<file path="config.mk">
export PLATFORM = sky130hd
export DESIGN_NAME = tile_resource_alloc
export DESIGN_NICKNAME = d
export VERILOG_FILES = /design/src/design/tile_pkg.sv /design/src/design/tile_credit_counter.sv /design/src/design/tile_resource_alloc.sv
export VERILOG_INCLUDE_DIRS = /design/src /design/src/design
export SDC_FILE = /design/constraint.sdc
export NUM_CORES = 1
export LEC_CHECK = 0
export ABC_AREA = 1
export BUFFER_PORTS_ARGS = -buffer_cell sky130_fd_sc_hd__buf_4
export CAP_MARGIN = 20
export CORE_ASPECT_RATIO = 0.9
export CORE_UTILIZATION = 40
export CTS_CLUSTER_DIAMETER = 120
export CTS_CLUSTER_SIZE = 10
export DETAILED_ROUTE_END_ITERATION = 16
export PLACE_DENSITY = 0.69
export SKIP_LAST_GASP = 1
export SLEW_MARGIN = 10
export SYNTH_ARGS = -nofsm -noshare
export SYNTH_HDL_FRONTEND = slang
export SYNTH_HIERARCHICAL = 1
export SYNTH_SLANG_ARGS = --single-unit
export TNS_END_PERCENT = 20
</file>
<file path="constraint.sdc">
create_clock -name i_clk -period 5.3 [get_ports i_clk]
set_input_delay 0 -clock i_clk [delete_from_list [all_inputs] [get_ports i_clk]]
set_output_delay 0 -clock i_clk [all_outputs]
set_load 0.005 [all_outputs]
</file>
<file path="src/design/tile_params.svh">
/*
 * Size macros for the backend slice
 *   group width, data widths, register file geometry
 *   writeback and read port counts
 *   credit pool sizes and the credit counter width
 */
`ifndef TILE_PARAMS_SVH
`define TILE_PARAMS_SVH

// ----------------------------------------------------------------------
// Dispatch group and data widths
// ----------------------------------------------------------------------
`define TILE_DISP_SIZE    4
`define TILE_XLEN         64
`define TILE_FLEN         32
`define TILE_PHY_REGS     32
`define TILE_RNID_W       5
`define TILE_WB_PORTS     4
`define TILE_INT_RD_PORTS 2
`define TILE_FP_RD_PORTS  2

// ----------------------------------------------------------------------
// Credit pools
// ----------------------------------------------------------------------
`define TILE_ROB_SIZE     16
`define TILE_ALU_SIZE     8
`define TILE_LSU_SIZE     8
`define TILE_BRU_SIZE     4
`define TILE_FPU_SIZE     4
`define TILE_CNT_W        5  // Holds 0..16

`endif

</file>
<file path="src/design/tile_pkg.sv">
/*
 * Shared types of the backend slice
 *   group masks, instruction categories, register types
 *   register index and payload types, credit pool indices
 */
`default_nettype none

`include "tile_params.svh"

package tile_pkg;

  // One bit per slot of the rename group
  typedef logic [`TILE_DISP_SIZE-1:0] grp_id_t;

  typedef enum logic [2:0] {
    CAT_ALU,
    CAT_LSU,
    CAT_BRU,
    CAT_FPU,
    CAT_OTHER  // ROB credit only
  } inst_cat_e;

  typedef enum logic {
    GPR,
    FPR
  } reg_type_e;

  typedef logic [`TILE_RNID_W-1:0] rnid_t;
  typedef logic [`TILE_XLEN-1:0]   xlen_t;
  typedef logic [`TILE_FLEN-1:0]   flen_t;
  typedef logic [`TILE_CNT_W-1:0]  cnt_t;

  // ----------------------------------------------------------------------
  // Credit pools
  // ----------------------------------------------------------------------
  typedef enum logic [2:0] {
    POOL_ROB,
    POOL_ALU,
    POOL_LSU,
    POOL_BRU,
    POOL_FPU
  } pool_e;

  localparam int POOL_NUM = int'(POOL_FPU) + 1;

endpackage

`default_nettype wire

</file>
<file path="src/design/tile_credit_counter.sv">
/*
 * Credit counter for one resource pool
 *   used count, updated by accepted need and returned credits
 *   fit check of the pending need against the pool size
 */
`default_nettype none

`include "tile_params.svh"

module tile_credit_counter #(
  parameter int POOL_SIZE = `TILE_ROB_SIZE
) (
  input  wire                 i_clk,
  input  wire                 i_rst_n,

  input  wire tile_pkg::cnt_t i_need,
  input  wire                 i_accept,
  input  wire tile_pkg::cnt_t i_ret_count,

  output logic                o_fits,
  output tile_pkg::cnt_t      o_used
);

  // One extra bit so used plus need cannot wrap
  localparam logic [`TILE_CNT_W:0] LIMIT = (`TILE_CNT_W+1)'(POOL_SIZE);

  tile_pkg::cnt_t          r_used;
  tile_pkg::cnt_t          w_add;
  logic [`TILE_CNT_W:0]    w_sum;

  assign w_sum  = {1'b0, r_used} + {1'b0, i_need};
  assign o_fits = (w_sum <= LIMIT);
  assign o_used = r_used;

  assign w_add = i_accept ? i_need : '0;  // Need counts only on accept

  always_ff @(posedge i_clk) begin
    if (!i_rst_n) begin
      r_used <= '0;  // All credits free
    end else begin
      r_used <= r_used + w_add - i_ret_count;
    end
  end

  // ----------------------------------------------------------------------
  // Checks
  // ----------------------------------------------------------------------
  // Returning unit never gives back more than was taken
  a_ret_le_used : assert property (
    @(posedge i_clk) disable iff (!i_rst_n)
    i_ret_count <= r_used
  ) else $error("credit return %0d exceeds used %0d", $sampled(i_ret_count), $sampled(r_used));

  a_used_le_size : assert property (
    @(posedge i_clk) disable iff (!i_rst_n)
    i_accept |=> ({1'b0, r_used} <= LIMIT)
  ) else $error("used count %0d above pool size %0d", $sampled(r_used), POOL_SIZE);

endmodule

`default_nettype wire

</file>
<file path="src/design/tile_resource_alloc.sv">
/*
 * Resource allocation for one rename group
 *   category decode into per-unit slot masks
 *   per-pool need counts and the five credit pools
 *   accept strobe and per-unit dispatch valids
 */
`default_nettype none

`include "tile_params.svh"

module tile_resource_alloc (
  input  wire                      i_clk,
  input  wire                      i_rst_n,

  input  wire                      i_grp_valid,
  input  wire tile_pkg::grp_id_t   i_inst_valid,
  input  wire tile_pkg::grp_id_t   i_inst_illegal,
  input  wire tile_pkg::inst_cat_e i_inst_cat [`TILE_DISP_SIZE],

  input  wire tile_pkg::cnt_t      i_ret_count [tile_pkg::POOL_NUM],

  output logic                     o_resource_ok,
  output tile_pkg::grp_id_t        o_disp_alu,
  output tile_pkg::grp_id_t        o_disp_lsu,
  output tile_pkg::grp_id_t        o_disp_bru,
  output tile_pkg::grp_id_t        o_disp_fpu
);

  tile_pkg::grp_id_t             w_live;
  tile_pkg::grp_id_t             w_alu_mask;
  tile_pkg::grp_id_t             w_lsu_mask;
  tile_pkg::grp_id_t             w_bru_mask;
  tile_pkg::grp_id_t             w_fpu_mask;
  tile_pkg::cnt_t                w_need [tile_pkg::POOL_NUM];
  logic [tile_pkg::POOL_NUM-1:0] w_fits;
  logic                          w_accept;

  function automatic tile_pkg::cnt_t count_ones(input tile_pkg::grp_id_t mask);
    tile_pkg::cnt_t cnt;
    cnt = '0;
    for (int i = 0; i < `TILE_DISP_SIZE; i++) begin
      cnt = cnt + tile_pkg::cnt_t'(mask[i]);
    end
    return cnt;
  endfunction

  // ----------------------------------------------------------------------
  // Category decode
  // ----------------------------------------------------------------------
  always_comb begin
    for (int d = 0; d < `TILE_DISP_SIZE; d++) begin
      w_live[d]     = i_inst_valid[d] & ~i_inst_illegal[d];
      w_alu_mask[d] = w_live[d] & (i_inst_cat[d] == tile_pkg::CAT_ALU);
      w_lsu_mask[d] = w_live[d] & (i_inst_cat[d] == tile_pkg::CAT_LSU);
      w_bru_mask[d] = w_live[d] & (i_inst_cat[d] == tile_pkg::CAT_BRU);
      w_fpu_mask[d] = w_live[d] & (i_inst_cat[d] == tile_pkg::CAT_FPU);
    end
  end

  // Illegal slots still take a ROB entry
  assign w_need[tile_pkg::POOL_ROB] = count_ones(i_inst_valid);
  assign w_need[tile_pkg::POOL_ALU] = count_ones(w_alu_mask);
  assign w_need[tile_pkg::POOL_LSU] = count_ones(w_lsu_mask);
  assign w_need[tile_pkg::POOL_BRU] = count_ones(w_bru_mask);
  assign w_need[tile_pkg::POOL_FPU] = count_ones(w_fpu_mask);

  // ----------------------------------------------------------------------
  // Credit pools
  // ----------------------------------------------------------------------
  tile_credit_counter #(.POOL_SIZE(`TILE_ROB_SIZE)) u_rob_pool (
    .i_clk       (i_clk),
    .i_rst_n     (i_rst_n),
    .i_need      (w_need[tile_pkg::POOL_ROB]),
    .i_accept    (w_accept),
    .i_ret_count (i_ret_count[tile_pkg::POOL_ROB]),
    .o_fits      (w_fits[tile_pkg::POOL_ROB]),
    .o_used      ()
  );

  tile_credit_counter #(.POOL_SIZE(`TILE_ALU_SIZE)) u_alu_pool (
    .i_clk       (i_clk),
    .i_rst_n     (i_rst_n),
    .i_need      (w_need[tile_pkg::POOL_ALU]),
    .i_accept    (w_accept),
    .i_ret_count (i_ret_count[tile_pkg::POOL_ALU]),
    .o_fits      (w_fits[tile_pkg::POOL_ALU]),
    .o_used      ()
  );

  tile_credit_counter #(.POOL_SIZE(`TILE_LSU_SIZE)) u_lsu_pool (
    .i_clk       (i_clk),
    .i_rst_n     (i_rst_n),
    .i_need      (w_need[tile_pkg::POOL_LSU]),
    .i_accept    (w_accept),
    .i_ret_count (i_ret_count[tile_pkg::POOL_LSU]),
    .o_fits      (w_fits[tile_pkg::POOL_LSU]),
    .o_used      ()
  );

  tile_credit_counter #(.POOL_SIZE(`TILE_BRU_SIZE)) u_bru_pool (
    .i_clk       (i_clk),
    .i_rst_n     (i_rst_n),
    .i_need      (w_need[tile_pkg::POOL_BRU]),
    .i_accept    (w_accept),
    .i_ret_count (i_ret_count[tile_pkg::POOL_BRU]),
    .o_fits      (w_fits[tile_pkg::POOL_BRU]),
    .o_used      ()
  );

  tile_credit_counter #(.POOL_SIZE(`TILE_FPU_SIZE)) u_fpu_pool (
    .i_clk       (i_clk),
    .i_rst_n     (i_rst_n),
    .i_need      (w_need[tile_pkg::POOL_FPU]),
    .i_accept    (w_accept),
    .i_ret_count (i_ret_count[tile_pkg::POOL_FPU]),
    .o_fits      (w_fits[tile_pkg::POOL_FPU]),
    .o_used      ()
  );

  assign o_resource_ok = &w_fits;  // Whole group or nothing
  assign w_accept      = i_grp_valid & o_resource_ok;

  assign o_disp_alu = {`TILE_DISP_SIZE{w_accept}} & w_alu_mask;
  assign o_disp_lsu = {`TILE_DISP_SIZE{w_accept}} & w_lsu_mask;
  assign o_disp_bru = {`TILE_DISP_SIZE{w_accept}} & w_bru_mask;
  assign o_disp_fpu = {`TILE_DISP_SIZE{w_accept}} & w_fpu_mask;

  // Each slot goes to at most one issue queue
  a_unit_onehot : assert property (
    @(posedge i_clk) disable iff (!i_rst_n)
    ((o_disp_alu & o_disp_lsu) | (o_disp_alu & o_disp_bru) | (o_disp_alu & o_disp_fpu) |
     (o_disp_lsu & o_disp_bru) | (o_disp_lsu & o_disp_fpu) | (o_disp_bru & o_disp_fpu)) == '0
  ) else $error("slot dispatched to two units");

endmodule

`default_nettype wire

</file>
Word-level counts from Yosys, hierarchy flattened. Index checks and enable logic that the tools add are counted.

Bits in registers: 25. Logic and storage cells: 91.

Add/subtract/negate cells: 30. Order comparisons: 5. Eq/ne operators: 12. Muxes and demuxes: 5. Bitwise operators: 29. Reduce and logical (&&, ||, !) cells: 5.

Operators by type and width (count): $add 5x4->6 (5); $add 5x5->5 (5); $sub 5x5->5 (5); $eq 3x2->1 const B (8); $and 1x1->1 (21); $add 3x1->4 (5); $mux 4 (5); $and 4x4->4 (4); $add 2x1->3 (5); $eq 3x1->1 const B (4); $le 6x3->1 const B (2); $le 6x4->1 const B (2); $logic_not 3->1 (4); $add 1x1->2 (5); $le 6x5->1 const B (1); $reduce_and 5->1 (1); $not 1->1 (4).

Longest topological paths before layout. Gate-level depths: netlist of run 1.

Depth after elaboration: 13. Gate-level depth with buffers: 33.

Modules after synthesis. Netlist of run 1, hierarchy kept.

Modules (own cells, without submodules): tile_credit_counter at u_alu_pool ... (instances 2, cells an instance 99, area each 645.6 µm², sequential area each 100.1 µm²); tile_credit_counter at u_rob_pool (instances 1, cells an instance 101, area each 658.1 µm², sequential area each 100.1 µm²); tile_resource_alloc (instances 1, cells an instance 98, area each 609.3 µm², sequential area each 0.0 µm²); tile_credit_counter at u_bru_pool (instances 1, cells an instance 84, area each 588.1 µm², sequential area each 100.1 µm²); tile_credit_counter at u_fpu_pool (instances 1, cells an instance 81, area each 575.6 µm², sequential area each 100.1 µm²).

Least setup slack after synthesis of run 1. OpenSTA, ideal clock, no wires.

Path type: input port to flip-flop. Start: input port i_inst_valid[0]. End: register u_alu_pool.r_used[4] (netlist: u_alu_pool/o_used[4]). Data arrival time: 4790 ps. Slack: 397 ps. Stages on the path: 27. Path buffers: 1. Cells stage by stage: inv_1 nor2_1 nand3_1 inv_1 fa_1 ha_1 ha_1 fa_1 or2_2 a21oi_1 nand2_1 nor2_1 nand2_1 nor2_4 nand3_4 buf_6 inv_1 nand2_1 fa_1 inv_1 fa_1 nand2_1 nand2_1 a21oi_1 nand2_1 nand2_1 nor2_1.

RTL lines: from (decl) (line tile_resource_alloc.sv:16) `input wire tile_pkg::grp_id_t i_inst_valid,`; to (signal assigned) (line tile_credit_counter.sv:41) `r_used <= r_used + w_add - i_ret_count;`; to (decl) (line tile_credit_counter.sv:27) `tile_pkg::cnt_t r_used;`.

==> tab_implementation.tex, run 1 <==
\begin{tabular}{lr}
\hline
Metric & Value \\
\hline
\multicolumn{2}{l}{\textbf{Yosys}} \\
\quad Fraction of the yosys area taken by sequential cells & 13.4\% \\
\quad Post-Synthesis Cells & 562 \\
\quad Top cell type by total area after synthesis & sky130\_fd\_sc\_hd\_\_ha\_1 \\
\quad Count of state elements after synthesis & 25 \\
\quad Leading post-synthesis cells by cell area & sky130\_fd\_sc\_hd\_\_ha\_1 (20\%), sky130\_fd\_sc\_hd\_\_fa\_1 (16\%), sky130\_fd\_sc\_hd\_\_nand2\_1 (14\%), sky130\_fd\_sc\_hd\_\_dfxtp\_1 (13\%), sky130\_fd\_sc\_hd\_\_inv\_1 (13\%) \\
\quad Mapped cell area & 3720 um\^{}2 \\
\quad Yosys synthesis warning count & 6 \\
\quad Unique cell type count in the Yosys netlist & 23 \\
\quad Per-instance average area after synthesis & approximately 6.6 um\^{}2 \\
\quad Share of the synthesized area in the top cell type & 20.2\% \\
\multicolumn{2}{l}{\textbf{Power and ir drop}} \\
\quad Total power & $\sim$0.0011 W \\
\quad Power share of the combinational group & 60.3\% \\
\quad Clock group share of total power & $\sim$12\% \\
\quad Pwr per Cell Area & between 200 and 250 nW/um\^{}2 \\
\quad Power dissipated by switching net loads & 0.000489 W \\
\quad Worst IR Drop VDD & 112 uV \\
\quad Sequential cell fraction of total power & 27.4\% \\
\quad Standby leakage power & 2.81 nW \\
\quad Internal power component & 0.000562 W \\
\quad Switch share & 46.6\% \\
\multicolumn{2}{l}{\textbf{STA}} \\
\quad Final hold violation count & 0 \\
\quad TNS Setup & 0 ns \\
\quad Setup repair after global routing missed its margin & no \\
\quad Worst hold slack & 0.0746 ns \\
\quad Endpoints failing setup & 0 \\
\quad Worst clock skew & $\sim$0.018 ns \\
\quad Minimum clock period & 4.72 ns \\
\quad Number of pins with negative max-slew slack in the final report & 0 \\
\quad Share of the clock period used by the worst path & roughly nine tenths \\
\quad Highest achievable clock rate & about 210 MHz \\
\multicolumn{2}{l}{\textbf{Final layout}} \\
\quad Most common library cell in the layout ignoring fill and taps & sky130\_fd\_sc\_hd\_\_nand2\_1 \\
\quad Post-synthesis to final-layout area growth & 20.9\% \\
\quad Layout cell share with drive strength beyond 1 & 12.8\% \\
\quad Final net count & 795 \\
\quad Non-filler cells, final & around 800 \\
\quad Post-Route Utilization & 49.6\% \\
\quad Highest-count cells in the layout ignoring fill and taps & sky130\_fd\_sc\_hd\_\_nand2\_1 (138), sky130\_fd\_sc\_hd\_\_inv\_1 (132), sky130\_fd\_sc\_hd\_\_nor2\_1 (69), sky130\_fd\_sc\_hd\_\_buf\_4 (67), sky130\_fd\_sc\_hd\_\_ha\_1 (60) \\
\quad Number of inserted diodes & 0 \\
\multicolumn{2}{l}{\textbf{Die}} \\
\quad Die outline area & 9700 um\^{}2 \\
\quad Top-Level Pins & 65 \\
\quad Die boundary width & 104 um \\
\quad Rows & 33 \\
\quad Initial Utilization & 41.0\% \\
\quad Area inside the core boundary & approximately 9100 um\^{}2 \\
\quad Vertical die dimension & 93.5 um \\
\multicolumn{2}{l}{\textbf{Clocking}} \\
\quad CTS-repair resized insts & 0 \\
\quad Clock network latency to the later pin of the worst-skew pair & 0.29 ns \\
\quad Clock-pin slew on the worst setup and hold paths & 0.12 ns \\
\quad Hold buffers post-CTS & 0 \\
\quad Clock Path Buffers & 2 \\
\quad Clock root cell & sky130\_fd\_sc\_hd\_\_clkbuf\_8 \\
\quad TritonCTS Sinks & 25 \\
\quad Number of buffers created by CTS & 3 \\
\quad TritonCTS clock tree & yes \\
\quad CTS HTree Levels & 1 \\
\quad Post-CTS setup buffer count & 0 \\
\multicolumn{2}{l}{\textbf{Worst setup path}} \\
\quad Worst setup path startpoint & i\_inst\_valid[0] \\
\quad Worst path required time & $\sim$5.5 ns \\
\quad Delay of the slowest critical-path stage & 0.49 ns \\
\quad Worst reg2reg startpoint & u\_rob\_pool/o\_used[0] \\
\quad Cell occurring most often along the worst timing path & sky130\_fd\_sc\_hd\_\_nand2\_1 \\
\quad R2r setup slk & 1.39 ns \\
\quad Crit Path Class & input port to flop \\
\quad Crit Path Max Fanout & 18 \\
\quad Critical Path Source Type & input port \\
\quad Worst path buffer plus inverter count & 7 \\
\quad Highest-delay cell along the critical path & sky130\_fd\_sc\_hd\_\_fa\_1 \\
\quad Critical path arrival & 4.90 ns \\
\quad Type of destination of the critical path & flop \\
\quad Family with the most delay on the worst path & adder cells \\
\multicolumn{2}{l}{\textbf{Drt}} \\
\quad Total routed wirelength & 8360 um \\
\quad Count of vias placed by the detailed router & 3496 \\
\quad Number of design-rule violations left by the first detailed-router iteration & 94 \\
\quad Avg WL per Cell & $\sim$11 um \\
\quad Iteration count of the initial detailed-routing pass & 4 \\
\quad Final ANT Viol Nets & 0 \\
\quad \# DRC & 0 \\
\quad Via density & 4.49 \\
\multicolumn{2}{l}{\textbf{Worst hold path}} \\
\quad Origin of the worst min-delay path & i\_rst\_n \\
\quad Class of the tightest hold or removal check & input port to flop \\
\multicolumn{2}{l}{\textbf{Placed design}} \\
\quad Cell count after placement & 774 \\
\quad Routability congestion estimate & 0.819 \\
\quad HPWL after detailed placement & 7230 um \\
\quad Number of I/O port buffers & 64 \\
\multicolumn{2}{l}{\textbf{GRT}} \\
\quad Met1 Usage GRT & a little under a quarter \\
\quad Met3 global-route usage & 2.79\% \\
\quad First-pass GRT wire length & 14600 um \\
\quad Global routing usage on met2 & 33.8\% \\
\quad Total global routing track utilization & 18.5\% \\
\quad Largest net degree at the start of global routing & 26 \\
\quad Most utilized layer in the global route result & met2 \\
\quad Final global-route overflow total & 0 \\
\quad Initial antenna violation count & 0 \\
\quad Via count of the first global-routing pass & $\sim$3400 \\
\multicolumn{2}{l}{\textbf{Run}} \\
\quad Number of maximum-capacitance violations & 0 \\
\multicolumn{2}{l}{\textbf{Run status}} \\
\quad Result of the run & finished clean \\
\hline
\end{tabular}
-- state kept, by name (all words and copies together) (netlist names) --
name	cells
u_bru_pool/o_used	5
u_rob_pool/o_used	5
u_fpu_pool/o_used	5
u_lsu_pool/o_used	5
u_alu_pool/o_used	5
-- worst min-delay path: stages --
cell and delay [ns]:
sky130_fd_sc_hd__buf_4 0.21, sky130_fd_sc_hd__nand2_1 0.09, sky130_fd_sc_hd__inv_1 0.03
-- per-stage QoR --
stage / cell area [um^2] / setup slack [ns]
after floorplan: 3810 / 0.397
after global placement: 4460 / 0.370
after detailed placement: 4460 / 0.310
after CTS: 4500 / 0.605
after global routing: 4500 / 0.111
final: 4500 / 0.578
-- kinds of logic after synthesis --
| family | count (synthesis) | synth area share (%) |
|---|---|---|
| adders and majority gates | 90 | 36.3 |
| xor gates and xnor gates | 2 | 0.471 |
| DFF | 25 | 13.4 |
| AOI/OAI and AO/OA | 31 | 4.30 |
| other | 1 | 0.101 |
| buffers and inverters | 133 | 13.6 |
| and+or+nand+nor | 280 | 31.8 |
-- path summary, 6_finish.rpt --
check	endpoint	depth (start not counted)
max reg2reg	u_fpu_pool/o_used[4]	21
min reg2reg	u_rob_pool/o_used[0]	3
max	u_fpu_pool/o_used[4]	28
min	u_lsu_pool/o_used[0]	3
-- cell type report --
class,instances,area [um^2]
fillers,926,4580
multi-input cells,428,2810
repair buffers,67,503
flip-flops and latches,25,500
inverters,132,495
well taps,122,153
clock buffers,4,45.0
-- synth_stat cells, drive strengths merged --
master,n
fa,30
buf,1
conb,1
nand2,138
nor3,2
inv,132
nor4,1
o211ai,1
xnor2,2
nand3,54
dfxtp,25
nand4,1
o21ai,8
nor2,79
nand3b,1
a21oi,21
ha,60
a21o,1
or2,4
-- routing by layer --
| metal | routed length [um] | vias up | part of all wire, % |
|---|---|---|---|
| met1 | 4110 | 1555 | 49 |
| li1 | - | 1877 | - |
| met5 | 0 | - | 0 |
| met3 | 318 | 2 | 3.8 |
| met4 | 22 | 0 | 0.26 |
| met2 | 3910 | 62 | 47 |
-- power groups by stage --
stage / Combinational, W / Clock, W / Sequential (W)
CTS: 0.000632 / 0.000136 / 0.000288
floorplan: 0.000493 / 0 / 0.000278
global route: 0.000753 / 0.000140 / 0.000296
global placement: 0.000601 / 0 / 0.000290
finish: 0.000633 / 0.000129 / 0.000288
detailed placement: 0.000628 / 0 / 0.000293
Power figures use the tool's default switching activity.
==> run 2: changes to the inputs <==
--- a/config.mk
+++ b/config.mk
@@ -10,11 +10,12 @@
 export BUFFER_PORTS_ARGS = -buffer_cell sky130_fd_sc_hd__buf_4
 export CAP_MARGIN = 20
 export CORE_ASPECT_RATIO = 0.9
+export CORE_MARGIN = 2
 export CORE_UTILIZATION = 40
 export CTS_CLUSTER_DIAMETER = 120
 export CTS_CLUSTER_SIZE = 10
 export DETAILED_ROUTE_END_ITERATION = 16
-export PLACE_DENSITY = 0.69
+export PLACE_DENSITY = 0.66
 export SKIP_LAST_GASP = 1
 export SLEW_MARGIN = 10
 export SYNTH_ARGS = -nofsm -noshare
==> constraint.sdc (replaced) <==
create_clock -name i_clk -period 4.85 [get_ports i_clk]
set_input_delay 0 -clock i_clk [delete_from_list [all_inputs] [get_ports i_clk]]
set_output_delay 0 -clock i_clk [all_outputs]
set_load 0.005 [all_outputs]
==> run 2 against run 1 <==
Net effect:
- cell count grew 1.8%
- clock-buffer cell count is the same
- sequential cell count is the same
- clock power grew 8%
- critical path type unchanged
==> tab_implementation.tex, run 2 (synthesis gave the netlist of run 1 again) <==
\begin{tabular}{lr}
\hline
Metric & Value \\
\hline
\multicolumn{2}{l}{\textbf{Run status}} \\
\quad Result of the run & finished clean \\
\multicolumn{2}{l}{\textbf{GRT}} \\
\quad Total global routing track utilization & 18.0\% \\
\quad Final global-route overflow total & 0 \\
\quad Via count of the first global-routing pass & 3387 \\
\quad Largest net degree at the start of global routing & 26 \\
\quad First-pass GRT wire length & 14600 um \\
\quad Initial antenna violation count & 0 \\
\multicolumn{2}{l}{\textbf{Worst setup path}} \\
\quad Setup crit end & u\_bru\_pool/o\_used[4] \\
\quad Type of destination of the critical path & flop \\
\quad Worst reg2reg startpoint & u\_rob\_pool/o\_used[0] \\
\quad Crit Path Class & input port to flop \\
\quad Worst setup path startpoint & i\_inst\_valid[3] \\
\quad Critical path arrival & 4.73 ns \\
\quad Critical register-to-register path endpoint & u\_bru\_pool/o\_used[4] \\
\quad Crit Path Max Fanout & 6 \\
\quad Worst path required time & 5.04 ns \\
\quad R2r setup slk & 0.95 ns \\
\quad Cell count of the worst reg-to-reg path & 20 \\
\quad Critical Path Source Type & input port \\
\multicolumn{2}{l}{\textbf{Clocking}} \\
\quad CTS HTree Levels & 1 \\
\quad Clock root cell & sky130\_fd\_sc\_hd\_\_clkbuf\_8 \\
\quad TritonCTS Sinks & 25 \\
\quad Number of buffers created by CTS & 3 \\
\quad Clock-pin slew on the worst setup and hold paths & 0.10 ns \\
\quad TritonCTS clock tree & yes \\
\quad Clock Path Buffers & 2 \\
\quad Clock network latency to the later pin of the worst-skew pair & 0.28 ns \\
\quad Hold buffers post-CTS & 0 \\
\multicolumn{2}{l}{\textbf{Final layout}} \\
\quad Final net count & approximately 800 \\
\quad Post-synthesis to final-layout area growth & 24.1\% \\
\quad Most common library cell in the layout ignoring fill and taps & sky130\_fd\_sc\_hd\_\_nand2\_1 \\
\quad Highest-count cells in the layout ignoring fill and taps & sky130\_fd\_sc\_hd\_\_nand2\_1 (138), sky130\_fd\_sc\_hd\_\_inv\_1 (131), sky130\_fd\_sc\_hd\_\_buf\_4 (80), sky130\_fd\_sc\_hd\_\_nor2\_1 (67), sky130\_fd\_sc\_hd\_\_ha\_1 (60) \\
\quad Total of fill cells in the finished design & 911 \\
\quad Post-Route Utilization & about half \\
\quad Number of inserted diodes & 0 \\
\quad Layout cell share with drive strength beyond 1 & 15.2\% \\
\quad Post-route design area & 4620 um\^{}2 \\
\multicolumn{2}{l}{\textbf{Placed design}} \\
\quad Post-place instance area & 4560 um\^{}2 \\
\quad Number of I/O port buffers & 64 \\
\quad Routability congestion estimate & 0.859 \\
\quad HPWL after detailed placement & 7460 um \\
\multicolumn{2}{l}{\textbf{Drt}} \\
\quad \# DRC & 0 \\
\quad Count of vias placed by the detailed router & 3549 \\
\quad Number of design-rule violations left by the first detailed-router iteration & 83 \\
\quad Avg WL per Cell & 10.8 um \\
\quad Total routed wirelength & 8590 um \\
\quad Iteration count of the initial detailed-routing pass & 6 \\
\quad Final ANT Viol Nets & 0 \\
\quad Via density & 4.48 \\
\multicolumn{2}{l}{\textbf{Die}} \\
\quad Initial Utilization & 41.0\% \\
\quad Die outline area & 10100 um\^{}2 \\
\quad Area inside the core boundary & between 9000 and 10000 um\^{}2 \\
\quad Die boundary width & 106 um \\
\quad Top-Level Pins & 65 \\
\quad Vertical die dimension & 95.5 um \\
\quad Rows & 33 \\
\multicolumn{2}{l}{\textbf{Power and ir drop}} \\
\quad Total power & around 0.0012 W \\
\quad Pwr per Cell Area & 250 nW/um\^{}2 \\
\quad Worst IR Drop VDD & roughly 140 uV \\
\quad Standby leakage power & 2.87 nW \\
\multicolumn{2}{l}{\textbf{STA}} \\
\quad Highest achievable clock rate & approximately 220 MHz \\
\quad Setup repair after global routing missed its margin & yes \\
\quad Share of the clock period used by the worst path & between 90 and 100\% \\
\quad Final hold violation count & 0 \\
\quad Minimum clock period & 4.54 ns \\
\quad Worst clock skew & 0.00212 ns \\
\quad Endpoints failing setup & 0 \\
\quad Worst hold slack & just under 0.08 ns \\
\quad Number of pins with negative max-slew slack in the final report & 0 \\
\multicolumn{2}{l}{\textbf{Worst hold path}} \\
\quad Class of the tightest hold or removal check & input port to flop \\
\quad Hold Path Cell Cnt & 3 \\
\multicolumn{2}{l}{\textbf{Run}} \\
\quad Number of maximum-capacitance violations & 0 \\
\hline
\end{tabular}
run 2: worst min path at each step:
| stage | to | start | slack [ns] |
|---|---|---|---|
| 2_1_floorplan | u_alu_pool/o_used[0] | i_rst_n | 0.09 |
| 3_3_place_gp | u_alu_pool/o_used[0] | i_rst_n | 0.38 |
| 3_5_place_dp | u_alu_pool/o_used[0] | i_rst_n | 0.38 |
| 4_1_cts | u_rob_pool/o_used[1] | i_rst_n | 0.07 |
| 5_1_grt | u_alu_pool/o_used[1] | i_rst_n | 0.08 |
| 6_report | u_alu_pool/o_used[0] | i_rst_n | 0.08 |
run 2: repair_timing:
item,CTS,global route
buffers inserted,0,0
setup endpoints to repair,0,9
resized for setup,0,4
hold endpoints to repair,0,0
run 2: where the power goes:
| part | internal [W] | leakage [nW] | switching [W] | total (W) |
|---|---|---|---|---|
| sequential | 0.000264 | 0.209 | 0.0000522 | 0.000316 |
| combinational | 0.000299 | 2.64 | 0.000402 | 0.000701 |
| clock | 0.0000591 | 0.0228 | 0.0000795 | 0.000139 |
run 2: cell type report:
cell class / count / area, um^2 / area share (%)
sequential: 25 / 500 / 10.8
multi-input combinational: 428 / 2820 / 60.9
timing repair buffer: 80 / 601 / 13.0
clock buffer: 4 / 45.0 / 0.975
tap: 122 / 153 / 3.30
inverter: 132 / 499 / 10.8
timing repair inverter: 1 / 7.51 / 0.162
run 2: routing by layer:
metal  vias up  global-route usage, %  wire length, um
met5         -                      0                0
met1      1570                   23.4             4020
met2        59                   32.2             4060
li1       1908                      -                -
met4         0                   4.06              137
met3        12                   2.32              366
run 2: critical path: stages:
cell                         delay [ns]
sky130_fd_sc_hd__buf_4             0.11
sky130_fd_sc_hd__inv_1             0.09
sky130_fd_sc_hd__nor2_1            0.05
sky130_fd_sc_hd__buf_4             0.15
sky130_fd_sc_hd__nand3_1           0.12
sky130_fd_sc_hd__inv_1             0.07
sky130_fd_sc_hd__fa_1              0.43
sky130_fd_sc_hd__ha_1              0.20
sky130_fd_sc_hd__ha_1              0.31
sky130_fd_sc_hd__fa_1              0.46
sky130_fd_sc_hd__or2_2             0.31
sky130_fd_sc_hd__a21oi_1           0.13
sky130_fd_sc_hd__nand2_1           0.06
sky130_fd_sc_hd__nor2_1            0.12
sky130_fd_sc_hd__nand2_1           0.10
sky130_fd_sc_hd__nor2_4            0.11
sky130_fd_sc_hd__nand3_4           0.11
sky130_fd_sc_hd__clkinvlp_4        0.16
sky130_fd_sc_hd__nand2_1           0.11
sky130_fd_sc_hd__fa_1              0.49
sky130_fd_sc_hd__inv_1             0.07
sky130_fd_sc_hd__fa_1              0.44
sky130_fd_sc_hd__nand2_1           0.10
sky130_fd_sc_hd__nand2_1           0.06
sky130_fd_sc_hd__a21oi_1           0.21
sky130_fd_sc_hd__nand2_1           0.08
sky130_fd_sc_hd__nand2_1           0.06
sky130_fd_sc_hd__nor2_1            0.04
run 2: per-stage QoR:
step	setup TNS [ns]	worst slack [ns]	std cells
floorplan	0	0.169	586
global placement	0	0.0219	787
detailed placement	-0.137	-0.0700	787
CTS	0	0.229	791
global route	-0.186	-0.0898	792
finish	0	0.308	792
==> run 3: changes to the inputs <==
--- a/config.mk
+++ b/config.mk
@@ -6,16 +6,17 @@
 export SDC_FILE = /design/constraint.sdc
 export NUM_CORES = 1
 export LEC_CHECK = 0
-export ABC_AREA = 1
+export ABC_AREA = 0
 export BUFFER_PORTS_ARGS = -buffer_cell sky130_fd_sc_hd__buf_4
 export CAP_MARGIN = 20
 export CORE_ASPECT_RATIO = 0.9
 export CORE_MARGIN = 2
 export CORE_UTILIZATION = 40
+export CTS_BUF_LIST = sky130_fd_sc_hd__clkbuf_4
 export CTS_CLUSTER_DIAMETER = 120
 export CTS_CLUSTER_SIZE = 10
 export DETAILED_ROUTE_END_ITERATION = 16
-export PLACE_DENSITY = 0.66
+export PLACE_DENSITY = 0.67
 export SKIP_LAST_GASP = 1
 export SLEW_MARGIN = 10
 export SYNTH_ARGS = -nofsm -noshare
==> run 3 against run 2 <==
Net effect:
- the flow now finishes with violations (setup timing)
- sequential share of layout area fell by 0.88 points
- utilization rose by 7.9 points
- area after synthesis fell by 5.4%
- worst hold slack got worse by 0.038 ns
- critical path depth fell by 6
- die area fell by 5.2%
- via count fell by 16%
- clock skew rose by 0.0022 ns
- first-iteration DRC count fell by 36%
- synthesized cell count fell by 34%
- critical path type unchanged
- largest cell class unchanged
- largest power group unchanged
==> tab_implementation.tex, run 3 <==
\begin{tabular}{lr}
\hline
Metric & Value \\
\hline
\multicolumn{2}{l}{\textbf{Yosys}} \\
\quad Leading post-synthesis cells by cell area & sky130\_fd\_sc\_hd\_\_ha\_1 (21\%), sky130\_fd\_sc\_hd\_\_fa\_1 (17\%), sky130\_fd\_sc\_hd\_\_dfxtp\_1 (14\%), sky130\_fd\_sc\_hd\_\_inv\_1 (6.4\%), sky130\_fd\_sc\_hd\_\_and2\_1 (4.1\%) \\
\quad Post-Synthesis Cells & 369 \\
\quad Top cell type by total area after synthesis & sky130\_fd\_sc\_hd\_\_ha\_1 \\
\quad Leading register cell type out of synthesis & sky130\_fd\_sc\_hd\_\_dfxtp\_1 \\
\quad Per-instance average area after synthesis & between 9 and 10 um\^{}2 \\
\quad Share of flip-flops with an asynchronous set or reset & 0\% \\
\quad Fraction of the yosys area taken by sequential cells & 14.2\% \\
\quad Unique cell type count in the Yosys netlist & 40 \\
\quad Mapped cell area & around 3500 um\^{}2 \\
\quad Most numerous cell types in the synthesized netlist & sky130\_fd\_sc\_hd\_\_ha\_1 (60), sky130\_fd\_sc\_hd\_\_inv\_1 (60), sky130\_fd\_sc\_hd\_\_fa\_1 (30), sky130\_fd\_sc\_hd\_\_dfxtp\_1 (25), sky130\_fd\_sc\_hd\_\_and2\_1 (23) \\
\quad Share of the synthesized area in the top cell type & 21.3\% \\
\quad Yosys synthesis warning count & 6 \\
\quad Count of state elements after synthesis & 25 \\
\quad Post-synth EDFFs & 0 \\
\multicolumn{2}{l}{\textbf{GRT}} \\
\quad Largest net degree at the start of global routing & 27 \\
\quad Total global routing track utilization & 18.4\% \\
\quad Via count of the first global-routing pass & approximately 3200 \\
\quad Final global-route overflow total & 0 \\
\quad Initial antenna violation count & 0 \\
\quad First-pass GRT wire length & 14000 um \\
\multicolumn{2}{l}{\textbf{Power and ir drop}} \\
\quad Power dissipated by switching net loads & 0.000567 W \\
\quad Standby leakage power & 2.60 nW \\
\quad Clock group share of total power & 8.0\% \\
\quad Internal power component & 0.000842 W \\
\quad Switch share & 40.2\% \\
\quad Worst IR Drop VDD & 201 uV \\
\quad Power share of the combinational group & $\sim$69\% \\
\quad Pwr per Cell Area & 280 nW/um\^{}2 \\
\quad Total power & 0.00141 W \\
\quad Sequential cell fraction of total power & a little under a quarter \\
\multicolumn{2}{l}{\textbf{Placed design}} \\
\quad Routability congestion estimate & 0.762 \\
\quad Post-place setup slack & -0.633 ns \\
\quad Number of I/O port buffers & between 60 and 70 \\
\quad Post-place instance area & 4710 um\^{}2 \\
\quad HPWL after detailed placement & about 7100 um \\
\quad Cell count after placement & approximately 620 \\
\multicolumn{2}{l}{\textbf{Final layout}} \\
\quad Footprint of the multi-input gates & 3120 um\^{}2 \\
\quad Sequential Area & 500 um\^{}2 \\
\quad Non-filler cells, final & 638 \\
\quad Post-route design area & approximately 5000 um\^{}2 \\
\quad Number of inserted diodes & 0 \\
\quad Most common library cell in the layout ignoring fill and taps & sky130\_fd\_sc\_hd\_\_buf\_4 \\
\quad Post-synthesis to final-layout area growth & 42.8\% \\
\quad Final net count & $\sim$660 \\
\quad Highest-count cells in the layout ignoring fill and taps & sky130\_fd\_sc\_hd\_\_buf\_4 (122), sky130\_fd\_sc\_hd\_\_inv\_1 (54), sky130\_fd\_sc\_hd\_\_ha\_1 (47), sky130\_fd\_sc\_hd\_\_dfxtp\_1 (25) \\
\quad Layout cell share with drive strength beyond 1 & 40.1\% \\
\quad Total of fill cells in the finished design & 789 \\
\multicolumn{2}{l}{\textbf{Die}} \\
\quad Top-Level Pins & 65 \\
\quad Die outline area & roughly 9600 um\^{}2 \\
\quad Vertical die dimension & 93.0 um \\
\quad Die boundary width & 103 um \\
\quad Rows & 32 \\
\quad Area inside the core boundary & 8570 um\^{}2 \\
\quad Initial Utilization & 41.1\% \\
\multicolumn{2}{l}{\textbf{Worst setup path}} \\
\quad Critical register-to-register path endpoint & u\_bru\_pool/o\_used[4] \\
\quad Crit Path Class & input port to flop \\
\quad Cell count of the worst reg-to-reg path & 17 \\
\quad Critical Path Source Type & input port \\
\quad R2r setup slk & 0.64 ns \\
\quad CP cell instances & buf\_6 > or4b\_4 > nand2b\_4 > fa\_1 > inv\_2 > ha\_4 > ha\_4 > fa\_2 > xor2\_1 > or3\_4 > a2111oi\_4 > nand4\_4 > nor2\_4 > buf\_6 > nand2\_2 > fa\_1 > inv\_2 > fa\_2 > a21o\_1 > a21oi\_2 > xnor3\_1 > and2\_1 \\
\quad Worst setup path startpoint & i\_inst\_cat[2] \\
\quad Highest-delay cell along the critical path & sky130\_fd\_sc\_hd\_\_fa\_1 \\
\quad Worst reg2reg startpoint & u\_lsu\_pool/o\_used[0] \\
\quad Crit Path Max Fanout & 7 \\
\quad Type of destination of the critical path & flop \\
\quad Critical path arrival & 5.17 ns \\
\quad Worst path required time & 5.11 ns \\
\quad Delay of the slowest critical-path stage & 0.56 ns \\
\quad Setup crit end & u\_bru\_pool/o\_used[4] \\
\multicolumn{2}{l}{\textbf{Drt}} \\
\quad Number of design-rule violations left by the first detailed-router iteration & 53 \\
\quad Via density & 4.70 \\
\quad Avg WL per Cell & $\sim$13 um \\
\quad Count of vias placed by the detailed router & 2997 \\
\quad \# DRC & 0 \\
\quad Total routed wirelength & roughly 8400 um \\
\quad Final ANT Viol Nets & 0 \\
\quad Iteration count of the initial detailed-routing pass & 4 \\
\multicolumn{2}{l}{\textbf{Clocking}} \\
\quad Clock Path Buffers & 2 \\
\quad Clock network latency to the later pin of the worst-skew pair & 0.34 ns \\
\quad TritonCTS clock tree & yes \\
\quad TritonCTS Sinks & 25 \\
\quad Number of buffers created by CTS & 3 \\
\quad CTS HTree Levels & 1 \\
\quad Clock root cell & sky130\_fd\_sc\_hd\_\_clkbuf\_4 \\
\quad Clock-pin slew on the worst setup and hold paths & 0.16 ns \\
\multicolumn{2}{l}{\textbf{STA}} \\
\quad Number of pins with negative max-slew slack in the final report & 0 \\
\quad Highest achievable clock rate & 203 MHz \\
\quad Setup slack after layout & -0.0646 ns \\
\quad Worst clock skew & around 0.0044 ns \\
\quad Final hold violation count & 0 \\
\quad Minimum clock period & 4.91 ns \\
\quad Share of the clock period used by the worst path & 101\% \\
\quad Endpoints failing setup & 3 \\
\quad Worst hold slack & about 0.041 ns \\
\quad Setup repair after global routing missed its margin & yes \\
\multicolumn{2}{l}{\textbf{Run status}} \\
\quad Violated checks & setup timing \\
\quad Result of the run & finished with violations \\
\multicolumn{2}{l}{\textbf{Worst hold path}} \\
\quad Class of the tightest hold or removal check & input port to flop \\
\multicolumn{2}{l}{\textbf{Run}} \\
\quad Number of maximum-capacitance violations & 0 \\
\hline
\end{tabular}
==> run 3: worst min path at each step <==
stage | endpoint | cells past startpoint | startpoint | slack [ns]
finish | u_rob_pool/o_used[1] | 2 | i_rst_n | 0.04
global route | u_rob_pool/o_used[1] | 2 | i_rst_n | 0.02
CTS | u_rob_pool/o_used[1] | 2 | i_rst_n | 0.03
detailed placement | o_disp_alu[2] | 3 | i_inst_cat[4] | 0.28
global placement | o_disp_alu[2] | 3 | i_inst_cat[4] | 0.27
floorplan | o_disp_alu[0] | 1 | i_inst_cat[10] | 0.02
==> run 3: cells by family after synthesis <==
logic type                 share of synthesized area, %
AOI/OAI and AO/OA                                  9.27
xor gates and xnor gates                           9.41
adders and majority gates                          38.4
buffers and inverters                              6.86
DFF                                                14.2
other                                             0.106
and+or+nand+nor                                    21.8
==> run 3: timing repair <==
action	4_1_cts	5_1_grt
hold buffers	0	0
gates cloned	0	0
hold endpoints to repair	0	0
pin swaps	13	21
buffers inserted	6	7
setup endpoints to repair	11	15
resized for setup	22	19
==> run 3: worst max-delay path, delay by kind of cell <==
kind            cells  cell delay (ns)
fa+ha+maj           6             2.23
buf+inv             4             0.33
compound gates      3             0.71
xor+xnor            2             0.36
simple gates        7             1.53
==> run 3: metrics by stage <==
stage	utilization (%)	setup TNS, ns
2_1_floorplan	-	-8.90
3_3_place_gp	54.9	-5.92
3_5_place_dp	54.9	-8.07
4_1_cts	57.1	-0.327
5_1_grt	58.7	-0.835
6_report	58.7	-0.167
==> run 3: layout make-up <==
type / count / area share [%]
Clock buffer: 4 / 0.597
Sequential cell: 25 / 9.95
Multi-Input combinational cell: 301 / 62.1
Timing Repair Buffer: 129 / 19.9
Tap cell: 119 / 2.96
Inverter: 60 / 4.48
==> run 3: power groups by stage <==
stage	Sequential, W	Clock, W	Combinational [W]
after floorplan	0.000314	0	0.000668
after global placement	0.000326	0	0.000879
after detailed placement	0.000328	0	0.000922
after CTS	0.000325	0.000120	0.000942
after global routing	0.000335	0.000128	0.00109
final	0.000325	0.000113	0.000970
==> run 3: metal layers <==
metal	share of wire, %	track usage (%)	up-vias
met1	46	24.7	1422
met2	50	32.3	49
met5	0	0	-
met4	0.63	1.43	0
met3	3.8	3.14	4
li1	-	-	1522
